[src/rtl/exec_defines.svh]
`ifndef EXEC_DEFINES_SVH
`define EXEC_DEFINES_SVH

// Width of data values and addresses.
`define EXEC_XLEN 32

// Every instruction is a full word, so the sequential pc moves by this many bytes.
`define EXEC_ILEN_BYTES 4

`endif

[src/rtl/exec_pkg.sv]
`include "exec_defines.svh"

package exec_pkg;

  typedef logic [`EXEC_XLEN-1:0] word_t;

  // Compare operations return their outcome in bit 0.
  typedef enum logic [3:0] {
    ALU_ADD, ALU_SUB, ALU_AND, ALU_OR,
    ALU_XOR, ALU_SLL, ALU_SRL, ALU_SRA,
    ALU_SLT, ALU_SLTU, ALU_EQ, ALU_NE,
    ALU_LT, ALU_GE, ALU_LTU, ALU_GEU
  } alu_op_t;

  typedef enum logic [1:0] {OP2_RS2, OP2_IMM, OP2_CSR} op2_sel_t;

  typedef enum logic [2:0] {NPC_SEQ, NPC_JAL, NPC_JALR, NPC_BRANCH, NPC_CSR} npc_sel_t;

  typedef enum logic [1:0] {WB_ALU, WB_SNPC, WB_DNPC, WB_CSR} wb_sel_t;

  typedef struct packed {
    word_t    pc;
    word_t    rs1_val;
    word_t    rs2_val;
    word_t    imm;
    word_t    csr_val;
    alu_op_t  alu_op;
    op2_sel_t op2_sel;
    npc_sel_t npc_sel;
    wb_sel_t  wb_sel;
  } issue_t;

  typedef struct packed {
    alu_op_t  alu_op;
    word_t    operand_a;
    word_t    operand_b;
    word_t    snpc;
    word_t    dnpc;
    word_t    csr_val;
    npc_sel_t npc_sel;
    wb_sel_t  wb_sel;
    word_t    store_data;
  } operand_t;

  typedef struct packed {
    word_t wb_data;
    word_t npc;
    logic  redirect;
    word_t store_data;
  } result_t;

endpackage

[src/rtl/exec_if.sv]
`timescale 1ns/1ps

// One link only uses the payload field that matches its traffic.
interface exec_if;
  import exec_pkg::*;

  logic     valid;
  logic     ready;
  operand_t operand;
  result_t  result;

  modport source (
    output valid,
    output operand,
    output result,
    input  ready
  );

  modport sink (
    input  valid,
    input  operand,
    input  result,
    output ready
  );

endinterface

[src/rtl/alu.sv]
`timescale 1ns/1ps
`include "exec_defines.svh"

module alu (
  input  exec_pkg::alu_op_t     op,
  input  logic [`EXEC_XLEN-1:0] a,
  input  logic [`EXEC_XLEN-1:0] b,
  output logic [`EXEC_XLEN-1:0] result
);
  import exec_pkg::*;

  localparam int SHIFT_W = $clog2(`EXEC_XLEN);

  logic [SHIFT_W-1:0] shamt;
  logic               lt_signed;
  logic               lt_unsigned;
  logic               equal;

  assign shamt       = b[SHIFT_W-1:0];
  assign lt_signed   = $signed(a) < $signed(b);
  assign lt_unsigned = a < b;
  assign equal       = a == b;

  always_comb begin
    case (op)
      ALU_ADD:  result = a + b;
      ALU_SUB:  result = a - b;
      ALU_AND:  result = a & b;
      ALU_OR:   result = a | b;
      ALU_XOR:  result = a ^ b;
      ALU_SLL:  result = a << shamt;
      ALU_SRL:  result = a >> shamt;
      ALU_SRA:  result = $signed(a) >>> shamt;
      ALU_SLT:  result = `EXEC_XLEN'(lt_signed);
      ALU_SLTU: result = `EXEC_XLEN'(lt_unsigned);
      ALU_EQ:   result = `EXEC_XLEN'(equal); // Branch compares from here down.
      ALU_NE:   result = `EXEC_XLEN'(!equal);
      ALU_LT:   result = `EXEC_XLEN'(lt_signed);
      ALU_GE:   result = `EXEC_XLEN'(!lt_signed);
      ALU_LTU:  result = `EXEC_XLEN'(lt_unsigned);
      ALU_GEU:  result = `EXEC_XLEN'(!lt_unsigned);
      default:  result = a + b;
    endcase
  end

endmodule

[src/rtl/operand_stage.sv]
`timescale 1ns/1ps
`include "exec_defines.svh"

module operand_stage (
  input  logic             clock,
  input  logic             reset,
  input  logic             in_valid,
  output logic             in_ready,
  input  exec_pkg::issue_t in_issue,
  exec_if.source           out
);
  import exec_pkg::*;

  logic                  full;
  operand_t              held;
  operand_t              next_operand;
  logic [`EXEC_XLEN-1:0] operand_b;

  always_comb begin
    case (in_issue.op2_sel)
      OP2_IMM: operand_b = in_issue.imm;
      OP2_CSR: operand_b = in_issue.csr_val; // CSR read-modify instructions.
      default: operand_b = in_issue.rs2_val;
    endcase
  end

  always_comb begin
    next_operand.alu_op     = in_issue.alu_op;
    next_operand.operand_a  = in_issue.rs1_val;
    next_operand.operand_b  = operand_b;
    next_operand.snpc       = in_issue.pc + `EXEC_XLEN'(`EXEC_ILEN_BYTES);
    next_operand.dnpc       = in_issue.pc + in_issue.imm; // Also the auipc result.
    next_operand.csr_val    = in_issue.csr_val;
    next_operand.npc_sel    = in_issue.npc_sel;
    next_operand.wb_sel     = in_issue.wb_sel;
    next_operand.store_data = in_issue.rs2_val;
  end

  // The register can take a new item when it is empty or is being drained.
  assign in_ready = !full || out.ready;

  always_ff @(posedge clock) begin
    if (reset) begin
      full <= 1'b0;
    end else if (in_ready) begin
      full <= in_valid;
    end
  end

  always_ff @(posedge clock) begin
    if (in_valid && in_ready) begin
      held <= next_operand;
    end
  end

  assign out.valid   = full;
  assign out.operand = held;
  assign out.result  = '0; // Not carried on this link.

endmodule

[src/rtl/branch_resolve.sv]
`timescale 1ns/1ps
`include "exec_defines.svh"

module branch_resolve (
  input  logic   clock,
  input  logic   reset,
  exec_if.sink   up,
  exec_if.source down
);
  import exec_pkg::*;

  operand_t              item;
  result_t               res;
  logic [`EXEC_XLEN-1:0] alu_result;
  logic                  shadow;
  logic                  squash;

  assign item = up.operand;

  alu u_alu (
    .op     (item.alu_op),
    .a      (item.operand_a),
    .b      (item.operand_b),
    .result (alu_result)
  );

  always_comb begin
    case (item.npc_sel)
      NPC_JAL:    res.npc = item.dnpc;
      NPC_JALR:   res.npc = {alu_result[`EXEC_XLEN-1:1], 1'b0};
      NPC_BRANCH: res.npc = alu_result[0] ? item.dnpc : item.snpc;
      NPC_CSR:    res.npc = item.csr_val; // Trap entry and return.
      default:    res.npc = item.snpc;
    endcase

    case (item.wb_sel)
      WB_SNPC: res.wb_data = item.snpc; // Link address.
      WB_DNPC: res.wb_data = item.dnpc;
      WB_CSR:  res.wb_data = item.csr_val;
      default: res.wb_data = alu_result;
    endcase

    res.redirect   = res.npc != item.snpc;
    res.store_data = item.store_data;
  end

  // The instruction behind a redirect was fetched down the wrong path.
  assign squash = shadow && up.valid;

  assign up.ready     = squash || down.ready;
  assign down.valid   = up.valid && !shadow;
  assign down.result  = res;
  assign down.operand = '0;

  always_ff @(posedge clock) begin
    if (reset) begin
      shadow <= 1'b0;
    end else if (squash) begin
      shadow <= 1'b0;
    end else if (down.valid && down.ready && res.redirect) begin
      shadow <= 1'b1;
    end
  end

endmodule

[src/rtl/result_stage.sv]
`timescale 1ns/1ps

module result_stage (
  input  logic              clock,
  input  logic              reset,
  exec_if.sink              in,
  output logic              out_valid,
  input  logic              out_ready,
  output exec_pkg::result_t out_result
);
  import exec_pkg::*;

  logic    full;
  result_t held;

  // Accept when empty or when the held result leaves this cycle.
  assign in.ready = !full || out_ready;

  always_ff @(posedge clock) begin
    if (reset) begin
      full <= 1'b0;
    end else if (in.ready) begin
      full <= in.valid;
    end
  end

  always_ff @(posedge clock) begin
    if (in.valid && in.ready) begin
      held <= in.result;
    end
  end

  assign out_valid  = full;
  assign out_result = held; // Stays put while out_ready is low.

endmodule

[src/rtl/exec_core.sv]
`timescale 1ns/1ps
`include "exec_defines.svh"

module exec_core (
  input  logic                  clock,
  input  logic                  reset,
  input  logic                  in_valid,
  output logic                  in_ready,
  input  logic [`EXEC_XLEN-1:0] in_pc,
  input  logic [`EXEC_XLEN-1:0] in_rs1_val,
  input  logic [`EXEC_XLEN-1:0] in_rs2_val,
  input  logic [`EXEC_XLEN-1:0] in_imm,
  input  logic [`EXEC_XLEN-1:0] in_csr_val,
  input  exec_pkg::alu_op_t     in_alu_op,
  input  exec_pkg::op2_sel_t    in_op2_sel,
  input  exec_pkg::npc_sel_t    in_npc_sel,
  input  exec_pkg::wb_sel_t     in_wb_sel,
  output logic                  out_valid,
  input  logic                  out_ready,
  output logic [`EXEC_XLEN-1:0] out_wb_data,
  output logic [`EXEC_XLEN-1:0] out_npc,
  output logic                  out_redirect,
  output logic [`EXEC_XLEN-1:0] out_store_data
);
  import exec_pkg::*;

  issue_t  issue;
  result_t result;

  exec_if operand_link ();
  exec_if result_link ();

  always_comb begin
    issue.pc      = in_pc;
    issue.rs1_val = in_rs1_val;
    issue.rs2_val = in_rs2_val;
    issue.imm     = in_imm;
    issue.csr_val = in_csr_val;
    issue.alu_op  = in_alu_op;
    issue.op2_sel = in_op2_sel;
    issue.npc_sel = in_npc_sel;
    issue.wb_sel  = in_wb_sel;
  end

  operand_stage u_operand_stage (
    .clock    (clock),
    .reset    (reset),
    .in_valid (in_valid),
    .in_ready (in_ready),
    .in_issue (issue),
    .out      (operand_link.source)
  );

  branch_resolve u_branch_resolve (
    .clock (clock),
    .reset (reset),
    .up    (operand_link.sink),
    .down  (result_link.source)
  );

  result_stage u_result_stage (
    .clock      (clock),
    .reset      (reset),
    .in         (result_link.sink),
    .out_valid  (out_valid),
    .out_ready  (out_ready),
    .out_result (result)
  );

  assign out_wb_data    = result.wb_data;
  assign out_npc        = result.npc;
  assign out_redirect   = result.redirect;
  assign out_store_data = result.store_data;

endmodule

[config.mk]
export PLATFORM = sky130hd
export DESIGN_NAME = exec_core
export DESIGN_NICKNAME = d
export VERILOG_FILES = /design/src/rtl/exec_pkg.sv /design/src/rtl/exec_if.sv /design/src/rtl/alu.sv /design/src/rtl/operand_stage.sv /design/src/rtl/branch_resolve.sv /design/src/rtl/result_stage.sv /design/src/rtl/exec_core.sv
export VERILOG_INCLUDE_DIRS = /design/src /design/src/rtl
export SDC_FILE = /design/constraint.sdc
export NUM_CORES = 1
export LEC_CHECK = 0
export BUFFER_PORTS_ARGS = -buffer_cell sky130_fd_sc_hd__buf_2
export CAP_MARGIN = 20
export CORE_ASPECT_RATIO = 1.75
export CORE_MARGIN = 2
export CORE_UTILIZATION = 30
export DETAILED_ROUTE_END_ITERATION = 10
export SLEW_MARGIN = 25
export SYNTH_ARGS = -nofsm -noshare
export SYNTH_HDL_FRONTEND = slang
export SYNTH_HIERARCHICAL = 1
export SYNTH_SLANG_ARGS = --single-unit
export TNS_END_PERCENT = 1
[constraint.sdc]
create_clock -name clock -period 9.54 [get_ports clock]
set_input_delay 0.477 -clock clock [delete_from_list [all_inputs] [get_ports clock]]
set_output_delay 0.477 -clock clock [all_outputs]
set_load 0.02 [all_outputs]
==> results of run 1 <==
## registers in the layout, indices dropped and copies added, names as in the netlist
name	flops
u_operand_stage/out.operand	201
u_branch_resolve/shadow	1
u_operand_stage/out.valid	1
u_result_stage/out_valid	1
u_result_stage/out_result	97
## report_power, final
group	switching (mW)	total, mW	internal [mW]
clock network	0.563	1.25	0.689
logic	0.939	1.41	0.467
registers	0.103	1.69	1.59
total	1.60	4.35	2.74
## routing by layer
| metal | share of wire | GRT usage | vias up |
|---|---|---|---|
| met5 | 0.00034 | 0 | - |
| met4 | 0.096 | 0.212 | 6 |
| met3 | 0.068 | 0.0372 | 370 |
| met2 | 0.49 | 0.453 | 1264 |
| met1 | 0.34 | 0.287 | 10600 |
| li1 | - | - | 9486 |
## per-stage QoR
step           area [µm²]  setup WS (ps)  total power [mW]  hold WS, ps  utilization
4_1_cts             26700           2600              4.34        0.375        0.341
3_3_place_gp        25600           2810              3.07          400        0.327
3_5_place_dp        25600           2670              3.07          405        0.327
6_report            26700           2460              4.35         38.7        0.341
2_1_floorplan       23600           3400              2.53          490            -
5_1_grt             26700           1980              4.49         19.1        0.341
## how the worst max path moves through the flow
| stage | end | slack (ps) | cells after the start |
|---|---|---|---|
| 3_5_place_dp | u_branch_resolve/shadow | 2670 | 20 |
| 4_1_cts | u_branch_resolve/shadow | 2600 | 20 |
| 2_1_floorplan | u_operand_stage/out.operand[0] | 3400 | 4 |
| 5_1_grt | u_branch_resolve/shadow | 1980 | 20 |
| 3_3_place_gp | u_branch_resolve/shadow | 2810 | 20 |
| 6_report | u_branch_resolve/shadow | 2460 | 20 |
## cell type report
class                      instances  area [µm²]  share of cell area
multi-input combinational       1809       13200               0.493
sequential                       301        9010               0.337
timing repair buffer             323        1760              0.0659
tap                             1035        1290              0.0485
clock buffer                      33         762              0.0285
inverter                         125         469              0.0176
clock inverter                    21         241             0.00905
antenna                            1        2.50           0.0000937
## critical path, stage by stage, from the launching register on
cell and delay, ps:
edfxtp_1 690, buf_4 620, fa_1 340, o21bai_1 90, o211ai_1 300, a211oi_2 140, nor3_1 510, a211oi_1 260
nor2_1 330, o221ai_1 210, a2111oi_0 410, a311o_2 230, nor2b_1 70, nor2_1 410, buf_4 290, a221oi_1 150
a22oi_1 240, nand2_1 80, a2111oi_0 860, nand4b_1 370, a41o_1 330
==> results.py, run 1 <==
metrics = {
    "setup_path": {
        "r2r_start": "u_operand_stage/out.operand[134]",
        "ff2ff_path_depth": 20,
        "required_ps": 10040,
        "r2r_end": "u_branch_resolve/shadow",
        "criticalPathCategory": "flip-flop to flip-flop",
        "cp_max_fo": 49,
        "reg2reg_slack_ps": 2460,
        "end_kind": "flip-flop",
        "arrival_ps": 7580,
        "cp-startpoint": "u_operand_stage/out.operand[134]",
        "start_kind": "flip-flop",
    },
    "cts": {
        "clkLatencyLatePin_ps": 630,
        "cts_hold_buf": 7,
        "cts_max_path_buffers": 3,
        "ctsResizeCount": 0,
        "clockRootBuffer": "clkbuf_16",
        "cts_buffers": 30,
        "post_cts_buffers": 0,
        "cts_tree": "done",
        "cts_sinks": 301,
        "h-tree-depth": 1,
        "clk_pin_slew_ps": 70,
    },
    "min_path": {
        "min_to": "u_operand_stage/out.operand[173]",
        "min_from": "in_rs1_val[8]",
        "hold_path_class": "input pin to flip-flop",
        "holdPathStages": 1,
    },
    "global_route": {
        "grt_pass1_wl_mm": 154,
        "antenna_found_initial": 6,
        "grt-ovfl-total": 0,
        "track_usage": 0.263,
        "grt_pass1_vias": 21200,
        "grt_start_max_net_pins": 67,
    },
    "sta": {
        "rsz0062_at_grt": "false",
        "timing.slew.headroom": 0.216,
        "clock.fmax_mhz": 141,
        "tns_ps": 0,
        "min_period_over_period": 0.742,
        "worst_pin_slew_ps": 1160,
        "final_max_slew_viol_count": 0,
        "final-setup-viol-count": 0,
        "min_period_ps": 7080,
        "fin_skew_ps": 33.1,
        "finalHoldViolCount": 0,
    },
    "route": {
        "drc": 0,
        "first_pass_iters": 6,
        "dr_total_vias": 21700,
        "routedWlPerCell_um": 30.2,
        "finalWirelength_mm": 110,
        "ant_nets": 0,
        "first_iter_violations": 2480,
        "via_per_inst": 5.95,
    },
    "floorplan": {
        "design.die.area_mm2": 0.0810,
        "core_area_mm2": 0.0783,
        "rows": 136,
        "fp.dieW_um": 216,
        "die_h_um": 375,
        "initial_core_util": 0.301,
        "num_io_pins": 274,
    },
    "status": {
        "outcome": "completed",
    },
    "synthesis": {
        "synthesis.nets": 2736,
        "syn_area_per_cell_um2": 9.72,
        "netlist_instances": 2427,
        "syn_area_mm2": 0.0236,
        "ys_warn_count": 6,
    },
    "finish": {
        "final_common_cell": "edfxtp_1",
        "mostFrequentLayoutCells": "298 x edfxtp_1, 273 x buf_2, 256 x nor2_1",
        "finalNonFillerCells": 3648,
        "final_nets": 2899,
        "drive_above_1_share": 0.189,
        "area_growth_pct": 13.2,
        "n_fill_cell": 8170,
    },
    "place": {
        "place.gp.congestion": 1.04,
        "hpwl_mm": 86.8,
        "dp_cells": 3586,
        "io_buffers": 273,
    },
    "power_and_ir_drop": {
        "cellPowerDensity_mw_per_mm2": 163,
        "leakagePower_nw": 10.2,
        "vdd_ir_drop_max_v": 0.000136,
    },
    "run": {
        "maxCapViolations": 0,
    },
}
(Power assumes the default switching activity.)
==> run 2: changes to the inputs <==
Settings changed: ABC_AREA set to 1.
Clock period 9.54 ns to 6.94 ns, I/O delays scaled along.
==> run 2 against run 1 <==
Net effect: die area up 8.9%; core utilization up 0.77 points; sequential power up 40%; wire length up 35%; count of clock-buffer cells in the layout up 4; clock skew up 30 ps; final cell count up 40%; first-iteration DRC count up 14%; flip-flop and latch count unchanged; setup slack worse by 730 ps; largest cell class unchanged; largest power group unchanged.
==> results.py, run 2 <==
metrics = {
    "finish": {
        "largest_reg_flops": 201,
        "area_growth_pct": 15.7,
        "mostFrequentLayoutCells": "1350 x nand2_1, 358 x inv_1, 326 x nand3_1",
        "finalNonFillerCells": 5112,
        "final_common_cell": "nand2_1",
        "final_nets": 4313,
        "drive_above_1_share": 0.113,
    },
    "setup_path": {
        "criticalPathCategory": "flip-flop to flip-flop",
        "end_kind": "flip-flop",
        "cp_slowest_cell": "edfxtp_1",
        "start_kind": "flip-flop",
        "slowest_delay_ps": 1000,
        "cp_max_fo": 40,
        "arrival_ps": 5510,
        "worst_path_most_repeated_cell": "nand2_1",
        "required_ps": 7230,
        "reg2reg_slack_ps": 1730,
    },
    "cts": {
        "clk_pin_slew_ps": 70,
        "cts_buffers": 34,
        "cts_sinks": 301,
        "post_cts_buffers": 0,
        "h-tree-depth": 2,
        "cts_tree": "done",
        "clkLatencyLatePin_ps": 620,
        "clockRootBuffer": "clkbuf_16",
        "cts_max_path_buffers": 3,
    },
    "power_and_ir_drop": {
        "leakagePower_nw": 13.8,
        "cellPowerDensity_mw_per_mm2": 215,
        "vdd_ir_drop_max_v": 0.000191,
    },
    "synthesis": {
        "ys_warn_count": 6,
        "synthesis.nets": 4066,
        "syn_area_mm2": 0.0257,
        "netlist_instances": 3757,
        "syn_area_per_cell_um2": 6.84,
    },
    "route": {
        "dr_total_vias": 28300,
        "drc": 0,
        "ant_nets": 0,
        "via_per_inst": 5.53,
        "first_iter_violations": 2835,
        "finalWirelength_mm": 148,
        "routedWlPerCell_um": 29.0,
        "first_pass_iters": 7,
    },
    "sta": {
        "finalHoldViolCount": 0,
        "clock.fmax_mhz": 192,
        "tns_ps": 0,
        "worst_pin_slew_ps": 1070,
        "final-setup-viol-count": 0,
        "min_period_over_period": 0.751,
        "rsz0062_at_grt": "false",
        "final_max_slew_viol_count": 0,
        "timing.slew.headroom": 0.280,
        "min_period_ps": 5210,
        "fin_skew_ps": 63.5,
    },
    "floorplan": {
        "initial_core_util": 0.302,
        "core_area_mm2": 0.0853,
        "design.die.area_mm2": 0.0882,
        "num_io_pins": 274,
        "die_h_um": 391,
        "rows": 142,
        "fp.dieW_um": 225,
    },
    "run": {
        "maxCapViolations": 0,
    },
    "global_route": {
        "track_usage": 0.333,
        "grt_pass1_vias": 28400,
        "grt_start_max_net_pins": 131,
        "antenna_found_initial": 6,
        "grt-ovfl-total": 0,
        "grt_pass1_wl_mm": 204,
    },
    "place": {
        "hpwl_mm": 117,
        "dp_cells": 4962,
        "io_buffers": 273,
        "place.gp.congestion": 1.11,
    },
    "status": {
        "outcome": "completed",
    },
    "min_path": {
        "hold_path_class": "input pin to flip-flop",
    },
}
[run 2: changes by cell type in the layout (fill, tap and decap cells not counted), sizes merged, moves of 28 or more]
cell,change
nand3,+287
a22oi,-39
a221oi,-31
mux4,-74
nor2b,-28
dlygate4sd3,+79
a21oi,+31
nor2,+77
nand4,+72
nand2,+1178
inv,+271
mux2i,-60
xnor2,-42
[run 2: path summary, 6_finish.rpt]
| path | start | to | cells after the start |
|---|---|---|---|
| hold / removal | in_rs2_val[30] | u_operand_stage/out.operand[30] | 1 |
| setup reg to reg | u_operand_stage/out.operand[137] | u_result_stage/out_result[32] | 31 |
| setup / recovery | u_operand_stage/out.operand[137] | u_result_stage/out_result[32] | 31 |
| hold reg to reg | u_operand_stage/out.operand[25] | u_result_stage/out_result[25] | 0 |
[run 2: stage by stage]
| stage | utilization | setup WS, ps | hold WS, ps | power [mW] | instance area [µm²] |
|---|---|---|---|---|---|
| floorplan | - | 1050 | 409 | 3.56 | 25700 |
| global placement | 0.326 | 1960 | 400 | 4.47 | 27800 |
| detailed placement | 0.326 | 2060 | 405 | 4.46 | 27800 |
| CTS | 0.349 | 1970 | 3.49 | 6.33 | 29700 |
| global route | 0.349 | 1390 | 4.29 | 6.62 | 29700 |
| finish | 0.349 | 1730 | 4.69 | 6.39 | 29700 |
[run 2: layout make-up]
type / count / area, µm²
Clock buffer: 37 / 883
Sequential cell: 301 / 9010
Clock inverter: 25 / 186
Fill cell: 9327 / 55500
Timing Repair Buffer: 396 / 2520
Tap cell: 1080 / 1350
Antenna cell: 2 / 5.00
Multi-Input combinational cell: 2883 / 14300
Inverter: 388 / 1460
[run 2: what timing repair did]
action / CTS / global route
resized for setup: 0 / 0
endpoints found under the hold margin: 87 / 0
hold buffers: 86 / 0
[run 2: layer usage]
metal  vias up  GRT usage  part of all wire
met1     13100      0.304              0.30
met3       663     0.0694             0.076
met5         -          0           0.00018
li1      12900          -                 -
met4         4      0.374              0.14
met2      1644      0.579              0.49
[run 2: worst max-delay path: cells and delay by family (launching register included)]
kind | cells | cell delay (ps)
adder cells (fa/ha/maj) | 1 | 470
buffers and inverters | 3 | 780
flip-flops | 1 | 1000
AND/OR/NAND/NOR | 27 | 2610
[run 2: report_power, final]
| group | switching [mW] | leakage, nW | internal, mW |
|---|---|---|---|
| logic | 1.63 | 10.4 | 0.587 |
| clock network | 0.864 | 0.517 | 0.950 |
| registers | 0.183 | 2.90 | 2.18 |
